`config.mk`:
```
export PLATFORM = sky130hd
export DESIGN_NAME = sdcard_host
export DESIGN_NICKNAME = d
export VERILOG_FILES = /design/src/sdcard_pkg.sv /design/src/sdcard_spi_engine.sv /design/src/sdcard_crc.sv /design/src/sdcard_detect.sv /design/src/sdcard_regs.sv /design/src/sdcard_host.sv
export SDC_FILE = /design/constraint.sdc
export NUM_CORES = 1
export LEC_CHECK = 0
export BUFFER_PORTS_ARGS = -buffer_cell sky130_fd_sc_hd__buf_2
export CAP_MARGIN = 40
export CORE_MARGIN = 1.5
export CORE_UTILIZATION = 45
export DETAILED_ROUTE_END_ITERATION = 10
export GPL_TIMING_DRIVEN = 0
export PLACE_DENSITY = 0.75
export SYNTH_ARGS = -nofsm -noshare
export SYNTH_HDL_FRONTEND = slang
export SYNTH_HIERARCHICAL = 1
export SYNTH_SLANG_ARGS = --single-unit
```
`constraint.sdc`:
```
create_clock -name clk -period 5 [get_ports clk]
set_clock_uncertainty 0.15 [all_clocks]
set_input_delay 0 -clock clk [delete_from_list [all_inputs] [get_ports clk]]
set_output_delay 0 -clock clk [all_outputs]
set_load 0.01 [all_outputs]
```
`src/sdcard_pkg.sv`:
```
`default_nettype none

package sdcard_pkg;

   // Register addresses on the bus.
   typedef enum logic [3:0] {
      reg_ctrl = 4'd0,
      reg_crc  = 4'd1
   } sdcard_reg_t;

   // Transfer engine states.
   // The low and high states follow the sck level.
   typedef enum logic [1:0] {
      st_idle,
      st_low,
      st_high
   } spi_state_t;

   // Width of the sck divider.
   localparam int div_width = 8;

   // Number of card slots on the bus and the ports.
   localparam int num_slots_max = 2;

endpackage

`default_nettype wire

```
`src/sdcard_spi_engine.sv`:
```
`timescale 1ns/10ps
`default_nettype none

module sdcard_spi_engine (
   input  wire                                clk,
   input  wire                                reset,
   input  wire                                start,
   input  wire                                busy_req,
   input  wire                                wait_req,
   input  wire  [0:sdcard_pkg::div_width-1]   divider,
   input  wire                                load,
   input  wire  [0:7]                         out_byte,
   input  wire                                miso_s,
   output logic                               busy,
   output logic                               sck,
   output logic                               mosi,
   output logic                               bit_tick,
   output logic [0:7]                         in_byte
);

   sdcard_pkg::spi_state_t state;

   logic [0:sdcard_pkg::div_width-1] cyc_cnt;
   logic [0:2] bit_cnt;
   logic [0:7] sr_out;
   logic cyc_done;
   logic last_bit;
   logic hold;

   assign cyc_done = (cyc_cnt == divider);
   assign busy = (state != sdcard_pkg::st_idle);
   assign sck = (state == sdcard_pkg::st_high);

   // A bit is sampled as sck falls.
   assign bit_tick = sck && cyc_done;

   assign mosi = sr_out[0];
   assign last_bit = (bit_cnt == 3'd7);

   // In wait mode the count stays at zero until the card drives a 0.
   assign hold = wait_req && (bit_cnt == 3'd0) && miso_s;

   always_ff @(posedge clk) begin
      if (reset) begin
         state <= sdcard_pkg::st_idle;
         cyc_cnt <= '0;
         bit_cnt <= 3'd0;
      end else if (start) begin
         state <= busy_req ? sdcard_pkg::st_low : sdcard_pkg::st_idle;
         cyc_cnt <= '0;
         bit_cnt <= 3'd0;
      end else if (busy) begin
         if (cyc_done) begin
            cyc_cnt <= '0;
            case (state)
               sdcard_pkg::st_low: begin
                  state <= sdcard_pkg::st_high;
               end
               sdcard_pkg::st_high: begin
                  if (last_bit) begin
                     state <= sdcard_pkg::st_idle;
                  end else begin
                     state <= sdcard_pkg::st_low;
                  end
                  if (!last_bit && !hold) begin
                     bit_cnt <= bit_cnt + 3'd1;
                  end
               end
               default: begin
                  state <= sdcard_pkg::st_idle;
               end
            endcase
         end else begin
            cyc_cnt <= cyc_cnt + 1'b1;
         end
      end
   end

   // A bus load wins over the shift.
   always_ff @(posedge clk) begin
      if (reset) begin
         sr_out <= 8'h00;
      end else if (load) begin
         sr_out <= out_byte;
      end else if (bit_tick) begin
         sr_out <= {sr_out[1:7], 1'b1};
      end
   end

   always_ff @(posedge clk) begin
      if (bit_tick) begin
         in_byte <= {in_byte[1:7], miso_s};
      end
   end

   // Once idle, sck cannot rise on the next cycle.
   idle_sck_low: assert property (@(posedge clk) disable iff (reset)
      !busy |=> !sck);

   // Ticks land on the high phase and sck falls right after.
   tick_on_fall: assert property (@(posedge clk) disable iff (reset)
      bit_tick |-> sck ##1 !sck);

endmodule

`default_nettype wire

```
`src/sdcard_crc.sv`:
```
`timescale 1ns/10ps
`default_nettype none

module sdcard_crc (
   input  wire         clk,
   input  wire         reset,
   input  wire         bit_tick,
   input  wire         mosi,
   input  wire         miso_s,
   input  wire         crc7_clear,
   input  wire         crc16_clear_hi,
   input  wire         crc16_clear_lo,
   input  wire         crc16_src_load,
   input  wire         crc16_src,
   output logic [0:6]  crc7,
   output logic [0:15] crc16
);

   logic src_is_mosi;
   logic crc7_x;
   logic crc16_x;

   assign crc7_x = crc7[0] ^ mosi;
   assign crc16_x = crc16[0] ^ (src_is_mosi ? mosi : miso_s);

   // x7 + x3 + 1.
   always_ff @(posedge clk) begin
      if (reset) begin
         crc7 <= 7'd0;
      end else if (crc7_clear) begin
         crc7 <= 7'd0;
      end else if (bit_tick) begin
         crc7 <= {crc7[1:6], 1'b0} ^ {3'b000, crc7_x, 2'b00, crc7_x};
      end
   end

   // The CRC16 uses x16 + x12 + x5 + 1. Byte clears take priority over the step.
   always_ff @(posedge clk) begin
      if (reset) begin
         crc16 <= 16'h0000;
      end else begin
         if (bit_tick) begin
            crc16 <= {crc16[1:15], 1'b0} ^
                     {3'b000, crc16_x, 6'b000000, crc16_x, 4'b0000, crc16_x};
         end
         if (crc16_clear_hi) begin
            crc16[0:7] <= 8'h00;
         end
         if (crc16_clear_lo) begin
            crc16[8:15] <= 8'h00;
         end
      end
   end

   // A 1 in the source select means mosi.
   always_ff @(posedge clk) begin
      if (reset) begin
         src_is_mosi <= 1'b0;
      end else if (crc16_src_load) begin
         src_is_mosi <= crc16_src;
      end
   end

endmodule

`default_nettype wire

```
`src/sdcard_detect.sv`:
```
`timescale 1ns/10ps
`default_nettype none

module sdcard_detect (
   input  wire                                    clk,
   input  wire                                    reset,
   input  wire  [0:sdcard_pkg::num_slots_max-1]   sdcard_cd,
   input  wire  [0:sdcard_pkg::num_slots_max-1]   sdcard_wp,
   input  wire                                    sdcard_miso,
   input  wire  [0:sdcard_pkg::num_slots_max-1]   clr_inserted,
   input  wire  [0:sdcard_pkg::num_slots_max-1]   clr_removed,
   output logic [0:sdcard_pkg::num_slots_max-1]   cd_sync,
   output logic [0:sdcard_pkg::num_slots_max-1]   wp_sync,
   output logic [0:sdcard_pkg::num_slots_max-1]   inserted,
   output logic [0:sdcard_pkg::num_slots_max-1]   removed,
   output logic                                   miso_s
);

   logic [0:sdcard_pkg::num_slots_max-1] cd_meta;
   logic [0:sdcard_pkg::num_slots_max-1] cd_mid;
   logic [0:sdcard_pkg::num_slots_max-1] cd_rise;
   logic [0:sdcard_pkg::num_slots_max-1] cd_fall;

   // Card detect goes through three stages. The last one gives the stable level.
   always_ff @(posedge clk) begin
      cd_meta <= sdcard_cd;
      cd_mid <= cd_meta;
      cd_sync <= cd_mid;
      wp_sync <= sdcard_wp;
      miso_s <= sdcard_miso;
   end

   assign cd_rise = cd_mid & ~cd_sync;
   assign cd_fall = cd_sync & ~cd_mid;

   // Sticky until the host writes a 1 to the flag.
   always_ff @(posedge clk) begin
      if (reset) begin
         inserted <= '0;
         removed <= '0;
      end else begin
         inserted <= (inserted | cd_rise) & ~clr_inserted;
         removed <= (removed | cd_fall) & ~clr_removed;
      end
   end

endmodule

`default_nettype wire

```
`src/sdcard_regs.sv`:
```
`timescale 1ns/10ps
`default_nettype none

module sdcard_regs #(
   parameter int num_sdcard = 1
) (
   input  wire                                    clk,
   input  wire                                    reset,
   input  wire  [0:3]                             adr,
   input  wire                                    cs,
   input  wire  [0:3]                             sel,
   input  wire                                    we,
   input  wire  [0:31]                            d,
   output logic [0:31]                            q,
   output logic                                   start,
   output logic                                   busy_req,
   output logic                                   wait_req,
   output logic [0:sdcard_pkg::div_width-1]       divider,
   output logic                                   load,
   output logic [0:7]                             out_byte,
   output logic                                   crc7_clear,
   output logic                                   crc16_clear_hi,
   output logic                                   crc16_clear_lo,
   output logic                                   crc16_src_load,
   output logic                                   crc16_src,
   output logic [0:sdcard_pkg::num_slots_max-1]   clr_inserted,
   output logic [0:sdcard_pkg::num_slots_max-1]   clr_removed,
   output logic                                   sdcard_select,
   output logic                                   sdcard_cs,
   input  wire                                    busy,
   input  wire  [0:7]                             in_byte,
   input  wire  [0:6]                             crc7,
   input  wire  [0:15]                            crc16,
   input  wire  [0:sdcard_pkg::num_slots_max-1]   cd_sync,
   input  wire  [0:sdcard_pkg::num_slots_max-1]   wp_sync,
   input  wire  [0:sdcard_pkg::num_slots_max-1]   inserted,
   input  wire  [0:sdcard_pkg::num_slots_max-1]   removed
);

   logic wr_en;
   logic [0:3] wr_ctrl;
   logic [0:3] wr_crc;

   // Per-lane write strobes for each register.
   assign wr_en = cs && we;
   assign wr_ctrl = (wr_en && adr == sdcard_pkg::reg_ctrl) ? sel : 4'b0000;
   assign wr_crc = (wr_en && adr == sdcard_pkg::reg_crc) ? sel : 4'b0000;

   // Lane 2 of the control word starts or stops the engine.
   assign start = wr_ctrl[2];
   assign busy_req = d[23];
   assign load = wr_ctrl[3];
   assign out_byte = d[24:31];

   // A new frame starts when chip-select was low.
   assign crc7_clear = wr_ctrl[2] && !sdcard_cs;
   assign crc16_clear_hi = wr_crc[2];
   assign crc16_clear_lo = wr_crc[3];
   assign crc16_src_load = wr_crc[3];
   assign crc16_src = d[31];

   assign clr_inserted = wr_ctrl[1] ? {d[8], d[12]} : '0;
   assign clr_removed = wr_ctrl[1] ? {d[9], d[13]} : '0;

   always_ff @(posedge clk) begin
      if (reset) begin
         divider <= 8'hff;
         sdcard_cs <= 1'b0;
         wait_req <= 1'b0;
         sdcard_select <= 1'b0;
      end else begin
         if (wr_ctrl[0]) begin
            divider <= d[0:7];
         end
         if (wr_ctrl[2]) begin
            sdcard_cs <= d[19];
            wait_req <= d[22];
         end
         if (wr_crc[1] && num_sdcard > 1) begin
            sdcard_select <= d[15];
         end
      end
   end

   always_comb begin
      q = 32'h00000000;
      case (sdcard_pkg::sdcard_reg_t'(adr))
         sdcard_pkg::reg_ctrl: begin
            q[0:7] = divider;
            q[8:11] = {inserted[0], removed[0], wp_sync[0], cd_sync[0]};
            q[12:15] = {inserted[1], removed[1], wp_sync[1], cd_sync[1]};
            q[19] = sdcard_cs;
            q[22] = wait_req;
            q[23] = busy;
            q[24:31] = in_byte;
         end
         sdcard_pkg::reg_crc: begin
            // The CRC7 with its end bit is ready to send.
            q[0:7] = {crc7, 1'b1};
            q[8:11] = 4'(num_sdcard);
            q[15] = sdcard_select;
            q[16:31] = crc16;
         end
         default: begin
            q = 32'h00000000;
         end
      endcase
   end

   single_slot_select: assert property (@(posedge clk) disable iff (reset)
      (num_sdcard == 1) |-> !sdcard_select);

endmodule

`default_nettype wire

```
`src/sdcard_host.sv`:
```
`timescale 1ns/10ps
`default_nettype none

module sdcard_host #(
   parameter int num_sdcard = 1
) (
   input  wire                                    clk,
   input  wire                                    reset,
   input  wire  [0:3]                             adr,
   input  wire                                    cs,
   input  wire  [0:3]                             sel,
   input  wire                                    we,
   input  wire  [0:31]                            d,
   output logic [0:31]                            q,
   output logic                                   sdcard_select,
   output logic                                   sdcard_cs,
   input  wire  [0:sdcard_pkg::num_slots_max-1]   sdcard_cd,
   input  wire  [0:sdcard_pkg::num_slots_max-1]   sdcard_wp,
   output logic                                   sdcard_sck,
   input  wire                                    sdcard_miso,
   output logic                                   sdcard_mosi
);

   logic start;
   logic busy_req;
   logic wait_req;
   logic [0:sdcard_pkg::div_width-1] divider;
   logic load;
   logic [0:7] out_byte;
   logic busy;
   logic bit_tick;
   logic [0:7] in_byte;
   logic miso_s;
   logic crc7_clear;
   logic crc16_clear_hi;
   logic crc16_clear_lo;
   logic crc16_src_load;
   logic crc16_src;
   logic [0:6] crc7;
   logic [0:15] crc16;
   logic [0:sdcard_pkg::num_slots_max-1] clr_inserted;
   logic [0:sdcard_pkg::num_slots_max-1] clr_removed;
   logic [0:sdcard_pkg::num_slots_max-1] cd_sync;
   logic [0:sdcard_pkg::num_slots_max-1] wp_sync;
   logic [0:sdcard_pkg::num_slots_max-1] inserted;
   logic [0:sdcard_pkg::num_slots_max-1] removed;

   sdcard_regs #(.num_sdcard(num_sdcard)) regs_i (
      .clk, .reset, .adr, .cs, .sel, .we, .d, .q,
      .start, .busy_req, .wait_req, .divider, .load, .out_byte,
      .crc7_clear, .crc16_clear_hi, .crc16_clear_lo, .crc16_src_load, .crc16_src,
      .clr_inserted, .clr_removed, .sdcard_select, .sdcard_cs,
      .busy, .in_byte, .crc7, .crc16, .cd_sync, .wp_sync, .inserted, .removed
   );

   sdcard_spi_engine engine_i (
      .clk, .reset, .start, .busy_req, .wait_req, .divider, .load, .out_byte,
      .miso_s, .busy, .sck(sdcard_sck), .mosi(sdcard_mosi), .bit_tick, .in_byte
   );

   // The CRC steps on the same bit as the engine, before the shift.
   sdcard_crc crc_i (
      .clk, .reset, .bit_tick, .mosi(sdcard_mosi), .miso_s,
      .crc7_clear, .crc16_clear_hi, .crc16_clear_lo, .crc16_src_load, .crc16_src,
      .crc7, .crc16
   );

   sdcard_detect detect_i (
      .clk, .reset, .sdcard_cd, .sdcard_wp, .sdcard_miso,
      .clr_inserted, .clr_removed, .cd_sync, .wp_sync, .inserted, .removed, .miso_s
   );

endmodule

`default_nettype wire

```
After elaboration in Yosys (flattened, before gate mapping)
Index checks and enable logic that the tools add are counted.
{"block": "op_classes", "n_addsub": 2, "eq_ne": 5, "muxes": 21, "reduce_logical": 23, "n_bitwise": 14}
{"cell": "8-bit two-way mux", "n": 3}
{"cell": "12-bit one-hot mux with 2 select lines", "n": 1}
{"cell": "10-bit one-hot mux with 2 select lines", "n": 1}
{"cell": "16-bit by 13-bit bitwise XOR with 16-bit output", "n": 1}
{"cell": "2-bit two-way mux", "n": 7}
{"cell": "8-bit by 1-bit adder with 8-bit output, second input constant", "n": 1}
{"cell": "2-bit AND", "n": 4}
{"cell": "8-bit == test", "n": 1}
{"cell": "1-bit logical AND", "n": 8}
{"cell": "2-bit NOT", "n": 4}
{"cell": "2-bit nonzero test", "n": 4}
{"cell": "2-bit OR reduction", "n": 4}
{"cell": "7-bit by 4-bit bitwise XOR with 7-bit output", "n": 1}
{"cell": "3-bit two-way mux", "n": 2}
{"cell": "4-bit by 1-bit == test with 1-bit output, second input constant", "n": 1}
{"cell": "4-bit logical NOT", "n": 1}
{"cell": "1-bit two-way mux", "n": 4}
{"cell": "4-bit two-way mux", "n": 1}
{"cell": "2-bit OR", "n": 2}
{"cell": "2-bit one-hot mux with 2 select lines", "n": 1}
{"cell": "4-bit AND reduction", "n": 1}
{"cell": "3-bit by 1-bit adder with 3-bit output, second input constant", "n": 1}
{"cell": "3-bit == test, second input constant", "n": 1}
{"cell": "1-bit logical NOT", "n": 3}
{"cell": "6 further kinds", "n": 7}
{"block": "word_totals", "word_cells": 84, "reg_bits": 76, "inputBits": 49, "out_inout_bits": 36}

Logic depth before layout (Yosys ltp)
Gate-level depths: netlist (run 1).
{"block": "logic_depth", "depth_word": 6, "depth_mapped": 7}

Cells and area by module
The synthesis (run 1) kept the hierarchy.
{"module": "sdcard_spi_engine", "area_each_um2": 1420.1, "seq_area_each_um2": 660.6, "cells_per_inst": 140, "n_inst": 1}
{"module": "sdcard_crc", "area_each_um2": 957.2, "seq_area_each_um2": 480.5, "cells_per_inst": 91, "n_inst": 1}
{"module": "sdcard_regs", "area_each_um2": 917.1, "seq_area_each_um2": 200.2, "cells_per_inst": 108, "n_inst": 1}
{"module": "sdcard_detect", "area_each_um2": 330.3, "seq_area_each_um2": 260.2, "cells_per_inst": 25, "n_inst": 1}

Worst setup path after synthesis (run 1)
OpenSTA, ideal clock, no wires.
{"block": "synth_timing", "path_kind": "reg2reg", "from": "register engine_i/cyc_cnt[7] (netlist bit)", "to": "register crc_i/crc16[1] (netlist bit)", "setup_time_ns": 0.126, "stages_incl_launch_ff": 8, "required_ns": 4.724, "path_slack_ns": 2.452, "n_path_buf": 2, "arrival_ns": 2.272, "path_cell_list": "dfxtp_1 > xnor2_1 > nand4_2 > nor3_1 > buf_4 > buf_4 > mux2i_1 > nor2_1"}
{"block": "synth_between", "elab_chain_cells": 2}
{"item": "start, declared", "line_no": "sdcard_spi_engine.sv:23", "rtl": "logic [0:sdcard_pkg::div_width-1] cyc_cnt;"}
{"item": "start signal, assigned", "line_no": "sdcard_spi_engine.sv:74", "rtl": "cyc_cnt <= cyc_cnt + 1'b1;"}
{"item": "8-bit == test", "line_no": "sdcard_spi_engine.sv:30", "rtl": "assign cyc_done = (cyc_cnt == divider);"}
{"item": "1-bit logical AND", "line_no": "sdcard_spi_engine.sv:35", "rtl": "assign bit_tick = sck && cyc_done;"}
{"item": "via bit_tick", "line_no": "sdcard_host.sv:31", "rtl": "logic bit_tick;"}
{"item": "end signal, assigned", "line_no": "sdcard_crc.sv:43", "rtl": "crc16 <= {crc16[1:15], 1'b0} ^"}
{"item": "end, declared", "line_no": "sdcard_crc.sv:16", "rtl": "output logic [0:15] crc16"}
The timed path passes the listed nets, and every way through them passes these cells.
A chain may end at the register's enable or synchronous reset.

Worst setup path after layout (run 1)
{"block": "layout_timing", "from": "register engine_i/cyc_cnt[7] (netlist bit)", "to": "register crc_i/crc16[13] (netlist bit)"}
The elaborated chain is that of the path after synthesis.

==> results of run 1 <==
-- kinds of logic (layout without fill, tap and decap cells) --
family          after synthesis  after routing  share of synthesized area
compound gates               67             67                      0.149
xor+xnor                     20             20                     0.0566
fa+ha+maj                     4              4                     0.0138
buf+inv                      49            167                     0.0784
flops                        76             76                      0.442
mux                          30             30                     0.0839
other cells                   1              1                    0.00103
simple gates                117            117                      0.176
-- cell type report --
cell class / instances / area, sq um / share of cell area
Clock buffer: 10 / 128 / 0.0274
Sequential cell: 76 / 1600 / 0.344
Clock inverter: 6 / 87.6 / 0.0188
Buffer: 36 / 235 / 0.0505
Inverter: 13 / 48.8 / 0.0105
Multi-Input combinational cell: 239 / 1740 / 0.373
Tap cell: 102 / 128 / 0.0274
Timing Repair Buffer: 102 / 691 / 0.148
-- cells in the final DEF (no fill, tap or decap), types with 3 or more instances in the layout --
master         Yosys  routed
a21oi_1            6       6
a221oi_1           6       6
a22o_1            18      18
a41oi_1            7       7
and2_1            15      15
and3_1            10      10
buf_2              5      71
buf_4             15      15
buf_6              5       5
clkbuf_1           9      10
clkbuf_8           0       9
dfxtp_1           68      68
dlygate4sd3_1      0      36
edfxtp_1           8       8
ha_1               4       4
inv_1             11      11
mux2i_1           29      29
nand2_1            5       5
nand2b_1           5       5
nand3_1            4       4
nand4_1            6       6
nor2_1            52      52
nor2b_1            4       4
o21a_1             4       4
o21ai_0            3       3
o31ai_1           10      10
or2_2              4       4
xnor2_1           10      10
xor2_1             8       8
-- metal layers --
layer,global-route usage,vias up,share of wire
li1,-,1505,-
met1,0.239,1437,0.43
met2,0.358,71,0.49
met3,0.0411,20,0.041
met4,0.116,0,0.032
met5,0,-,0
-- registers in the layout (all words and copies together), names as in the netlist, 3 cells and up --
register and count:
engine_i/cyc_cnt 8, crc_i/crc7 7, engine_i/sr_out 8, crc_i/crc16 16, engine_i/in_byte 8, regs_i/divider 8
engine_i/bit_cnt 3
-- report_power, final --
part           total [mW]  internal (mW)  switching (mW)  leakage (nW)
Clock               0.509          0.281           0.228         0.107
Sequential          0.625          0.621         0.00382         0.624
Combinational      0.0850         0.0477          0.0373          1.24
Total                1.22          0.950           0.269          1.97
-- worst max path at each step --
stage                             start         endpoint  slack [ns]  cells past startpoint
global route        engine_i/cyc_cnt[3]   crc_i/crc16[2]        2.10                      8
floorplan           engine_i/cyc_cnt[7]   crc_i/crc16[1]        2.45                      7
finish              engine_i/cyc_cnt[7]  crc_i/crc16[13]        2.27                      8
detailed placement  engine_i/cyc_cnt[7]    crc_i/crc7[2]        2.29                      8
global placement    engine_i/cyc_cnt[7]   crc_i/crc16[7]        1.97                      7
CTS                 engine_i/cyc_cnt[7]    crc_i/crc7[2]        2.27                      8
-- metrics by stage --
step           utilization  instances
6_report             0.600        584
5_1_grt              0.600        584
4_1_cts              0.600        584
3_5_place_dp         0.526        532
3_3_place_gp         0.525        531
2_1_floorplan            -        364
-- worst max-delay path: cells and delay by family (launching register included) --
family,cells,cell delay [ns]
buffers and inverters,3,0.78
and+or+nand+nor,3,0.80
xor gates and xnor gates,1,0.29
muxes,1,0.21
DFF,1,0.38
-- timing repair --
item	in CTS	in global routing
hold buffers	36	0
hold endpoints to repair	30	0
gates resized for setup	0	0
setup buffers	0	0
==> flow_summary.yaml, run 1 <==
run_status:
  outcome: "complete, no violations"
setup_path:
  crit_top_cell: "buf_2"
  cp.arrival_ns: 2.82
  cpPeakStageDelay_ns: 0.51
  rrSetupSlack_ns: 2.27
  crit_required_ns: 5.09
  worst-setup-path-type: "reg -> reg"
  cp-start-kind: "flip-flop"
  r2r_cells: 8
  crit_path_cell_trace: "xnor2_1 -> nand4_2 -> nor3_1 -> buf_2 -> buf_4 -> buf_2 -> mux2i_1 -> nor2_1"
  r2r-end: "crc_i/crc16[13]"
  cp_max_fo: 10
  cp-end-kind: "flip-flop"
  reg2reg_from: "engine_i/cyc_cnt[7]"
  slowest_stage: "nor3_1"
synthesis:
  post-synth-top-area-cell: "dfxtp_1"
  synth.avg_cell_area_sq_um: 9.96
  synthTopCellsByCount: "dfxtp_1 (68), nor2_1 (52), mux2i_1 (29)"
  synth_top_area_frac: 0.376
  synth_area_sq_mm: 0.00362
  syn_inst: 364
  yosysMostFrequentCell: "dfxtp_1"
  synth_seq_cells: 76
  ys_warn_count: 6
  synth_edf_count: 8
  seq_area_frac_synth: 0.442
  synth_cell_types: 54
  async_flop_share: 0
  ys_top_cells_by_area: "dfxtp_1 (38%), mux2i_1 (8.0%), edfxtp_1 (6.6%)"
  syn_nets: 417
  synthFlopType: "dfxtp_1"
placement:
  gp_congestion: 0.835
  place_ws_ns: 2.29
  dp_hpwl_um: 6170
  place_area_sq_mm: 0.00408
  io_buffers: 65
timing:
  fmax_ghz: 0.366
  hold_ws_ns: 0.0344
  worstMarginPinSlew_ns: 0.637
  finalCriticalPeriod_ns: 2.73
  layout_setup_ws_ns: 2.27
  setup_viol_count_final: 0
  hold_viol_final: 0
  relSlewSlack: 0.574
  min_period_over_period: 0.546
  rsz0062_at_grt: "false"
  setup-tns-final_ns: 0
  final_max_slew_viol_count: 0
drt:
  ant_nets: 0
  num_vias: 3033
  drt-total-wl_um: 8740
  drcViolationCount: 0
  detail_route.wl_per_cell_um: 15.0
  drt_iter0_drc: 96
  vias_per_cell: 5.19
  firstDrtPassIters: 4
clocking:
  cts_made_buffers: 9
  worstSkewPairLatency_ns: 0.35
  cts_tree: "done"
  clk_path_buf_depth: 2
  path_clk_slew_ns: 0.08
  cts-htree-levels: 3
  cts_sinks: 76
  clock-root-buffer: "clkbuf_8"
power:
  peakVddDrop_v: 0.000192
  p_leak_nw: 1.97
  p_per_area_mw_per_mm2: 262
  p_total_mw: 1.22
layout:
  drive_gt1_frac: 0.249
  n_fill_cell: 671
  nets: 530
  syn2layout_area_growth_pct: 28.5
  n_antenna_cell: 0
  final_cell_area_sq_mm: 0.00466
hold_path:
  hp-class: "in -> reg"
  hold_end: "regs_i/wait_req"
  holdCritStartpoint: "sel[2]"
  hold_depth: 4
die:
  start_util: 0.467
  io-pin-count: 85
  row_count: 32
  die-area_sq_mm: 0.00860
  die_height_um: 92.8
  die_x_um: 92.8
  core_sq_mm: 0.00777
grt:
  grt-ovfl-total: 0
  track_usage: 0.208
  antenna_found_initial: 0
  grt_max_degree: 14
  grt_pass1_vias: 2983
  grt_first_pass_wirelength_um: 13800
run:
  cap_violations: 0
No activity file was read; power rests on OpenSTA's default activity.
==> run 2: changes to the inputs <==
--- a/config.mk
+++ b/config.mk
@@ -5,13 +5,14 @@
 export SDC_FILE = /design/constraint.sdc
 export NUM_CORES = 1
 export LEC_CHECK = 0
+export ABC_AREA = 1
 export BUFFER_PORTS_ARGS = -buffer_cell sky130_fd_sc_hd__buf_2
 export CAP_MARGIN = 40
 export CORE_MARGIN = 1.5
 export CORE_UTILIZATION = 45
 export DETAILED_ROUTE_END_ITERATION = 10
 export GPL_TIMING_DRIVEN = 0
-export PLACE_DENSITY = 0.75
+export PLACE_DENSITY = 0.74
 export SYNTH_ARGS = -nofsm -noshare
 export SYNTH_HDL_FRONTEND = slang
 export SYNTH_HIERARCHICAL = 1
==> constraint.sdc (replaced) <==
create_clock -name clk -period 2.6 [get_ports clk]
set_clock_uncertainty 0.15 [all_clocks]
set_input_delay 0 -clock clk [delete_from_list [all_inputs] [get_ports clk]]
set_output_delay 0 -clock clk [all_outputs]
set_load 0.01 [all_outputs]
==> run 2 against run 1 <==
  * Global-route usage up 1.2 points
  * Non-clock buffer count up 4
  * Via count up 27%
  * Sequential power up 92%
  * Area after synthesis up 8.9%
  * Sequential cell count unchanged
  * Largest power group unchanged
==> flow_summary.yaml, run 2 <==
run_status:
  outcome: "complete, no violations"
synthesis:
  async_flop_share: 0
  synth_edf_count: 8
  ys_warn_count: 6
  post-synth-top-area-cell: "dfxtp_1"
  synth_top_area_frac: 0.345
  syn_nets: 575
  synth_area_sq_mm: 0.00395
  synth.avg_cell_area_sq_um: 7.56
  synth_cell_types: 40
  seq_area_frac_synth: 0.406
  synthTopCellsByCount: "nand2_1 (110), inv_1 (87), dfxtp_1 (68)"
  yosysMostFrequentCell: "nand2_1"
  synthFlopType: "dfxtp_1"
  ys_top_cells_by_area: "dfxtp_1 (34%), nand2_1 (10%), inv_1 (8.3%)"
  synth_seq_cells: 76
  syn_inst: 522
timing:
  rsz0062_at_grt: "false"
  setup_viol_count_final: 0
  min_period_over_period: 0.895
  final_max_slew_viol_count: 0
  fmax_ghz: 0.430
  worstMarginPinSlew_ns: 0.497
  hold_viol_final: 0
  relSlewSlack: 0.667
  finalCriticalPeriod_ns: 2.33
  hold_ws_ns: 0.0682
  setup-tns-final_ns: 0
setup_path:
  endpoint: "crc_i/crc7[4]"
  cp-end-kind: "flip-flop"
  cp_max_fo: 13
  reg2reg_from: "regs_i/divider[3]"
  cp.arrival_ns: 2.41
  r2r_cells: 10
  r2r-end: "crc_i/crc7[4]"
  crit_start: "regs_i/divider[3]"
  rrSetupSlack_ns: 0.27
  worst-setup-path-type: "reg -> reg"
  cp-start-kind: "flip-flop"
  crit_required_ns: 2.69
die:
  die_height_um: 96.6
  io-pin-count: 85
  core_sq_mm: 0.00834
  die_x_um: 96.6
  start_util: 0.473
  die-area_sq_mm: 0.00934
  row_count: 33
clocking:
  worstSkewPairLatency_ns: 0.36
  cts_sinks: 76
  cts-htree-levels: 3
  cts_tree: "done"
  cts_made_buffers: 9
  post_cts_resized: 0
  clock-root-buffer: "clkbuf_8"
  clk_path_buf_depth: 2
  path_clk_slew_ns: 0.08
layout:
  final_cell_area_sq_mm: 0.00514
  final_common_cell: "nand2_1"
  layout_common_cells: "nand2_1 (110), inv_1 (87), buf_2 (71)"
  largest_reg_flops: 16
  nets: 701
  drive_gt1_frac: 0.243
  n_antenna_cell: 0
  regMostFlops: "crc_i/crc16"
  syn2layout_area_growth_pct: 30.3
  fin_util: 0.617
placement:
  gp_congestion: 0.840
  dp_hpwl_um: 6690
  io_buffers: 65
  place_area_sq_mm: 0.00440
drt:
  detail_route.wl_per_cell_um: 13.5
  firstDrtPassIters: 6
  drt_iter0_drc: 175
  num_vias: 3842
  ant_nets: 0
  drcViolationCount: 0
  vias_per_cell: 5.07
  drt-total-wl_um: 10300
run:
  cap_violations: 0
hold_path:
  hp-class: "in -> reg"
grt:
  track_usage: 0.219
  grt_pass1_vias: 3649
  grt-ovfl-total: 0
  antenna_found_initial: 0
  grt_first_pass_wirelength_um: 16600
  grt_max_degree: 14
power:
  p_leak_nw: 2.28
  p_per_area_mw_per_mm2: 483
  peakVddDrop_v: 0.000313
-- run 2: cell type report --
cell class                 count  area, sq um
fill                         734         3200
multi-input combinational    326         1780
clock buffer                  10          128
sequential                    76         1600
inverter                      93          349
clock inverter                 6          113
buffer                        27          216
timing repair buffer         115          826
tap                          105          131
-- run 2: per-stage QoR --
step / power (mW) / setup WS (ns) / std cells
2_1_floorplan: 1.32 / 0.693 / 522
3_3_place_gp: 1.37 / 0.359 / 692
3_5_place_dp: 1.38 / 0.299 / 692
4_1_cts: 2.49 / 0.300 / 758
5_1_grt: 2.56 / 0.0737 / 758
6_report: 2.49 / 0.273 / 758
-- run 2: worst min path at each step --
stage / start / to / slack (ns) / cells after the start
2_1_floorplan: sdcard_cd[0] / detect_i/cd_meta[0] / -0.12 / 0
3_3_place_gp: sdcard_cd[1] / detect_i/cd_meta[1] / -0.05 / 1
3_5_place_dp: sdcard_cd[0] / detect_i/cd_meta[0] / -0.05 / 1
4_1_cts: adr[1] / regs_i/wait_req / 0.06 / 6
6_report: adr[1] / regs_i/sdcard_cs / 0.07 / 6
5_1_grt: adr[1] / regs_i/wait_req / 0.08 / 6
-- run 2: cells by family (layout without fill, tap and decap cells) --
kind of cell,Yosys count,count (layout),share of synthesized area
XOR/XNOR,8,8,0.0178
buffers and inverters,120,251,0.143
other,1,1,0.000950
AO/OA/AOI/OAI,64,64,0.108
adder cells (fa/ha/maj),4,4,0.0127
flip-flops,76,76,0.406
AND/OR/NAND/NOR,247,247,0.306
multiplexers,2,2,0.00507
-- run 2: worst max-delay path, stage by stage, from the launching register on --
cell and delay, ns:
dfxtp_1 0.44, nand2_1 0.09, nand2_1 0.07, nand2_1 0.09
nor2_4 0.18, nand3_4 0.17, inv_1 0.42, inv_2 0.15
buf_4 0.22, o21ai_0 0.15, a21oi_1 0.08
-- run 2: per-layer routing --
metal / GRT usage / wire length [um] / share of wire / vias to the layer above
met5: 0 / 0 / 0 / -
met4: 0.107 / 380 / 0.037 / 0
met3: 0.0592 / 658 / 0.064 / 36
met1: 0.246 / 4150 / 0.40 / 1786
li1: - / - / - / 1865
met2: 0.383 / 5070 / 0.49 / 155
-- run 2: where the power goes --
part	leakage, nW	total, mW	internal (mW)	switching [mW]
sequential	0.624	1.20	1.19	0.00893
clock	0.109	1.09	0.637	0.457
combinational	1.54	0.190	0.0925	0.0977
-- run 2: timing repair --
item                                    4_1_cts  5_1_grt
endpoints found under the hold margin        36        0
hold buffers                                 50        0
endpoints found under the setup margin        0        0
setup buffers                                 0        0
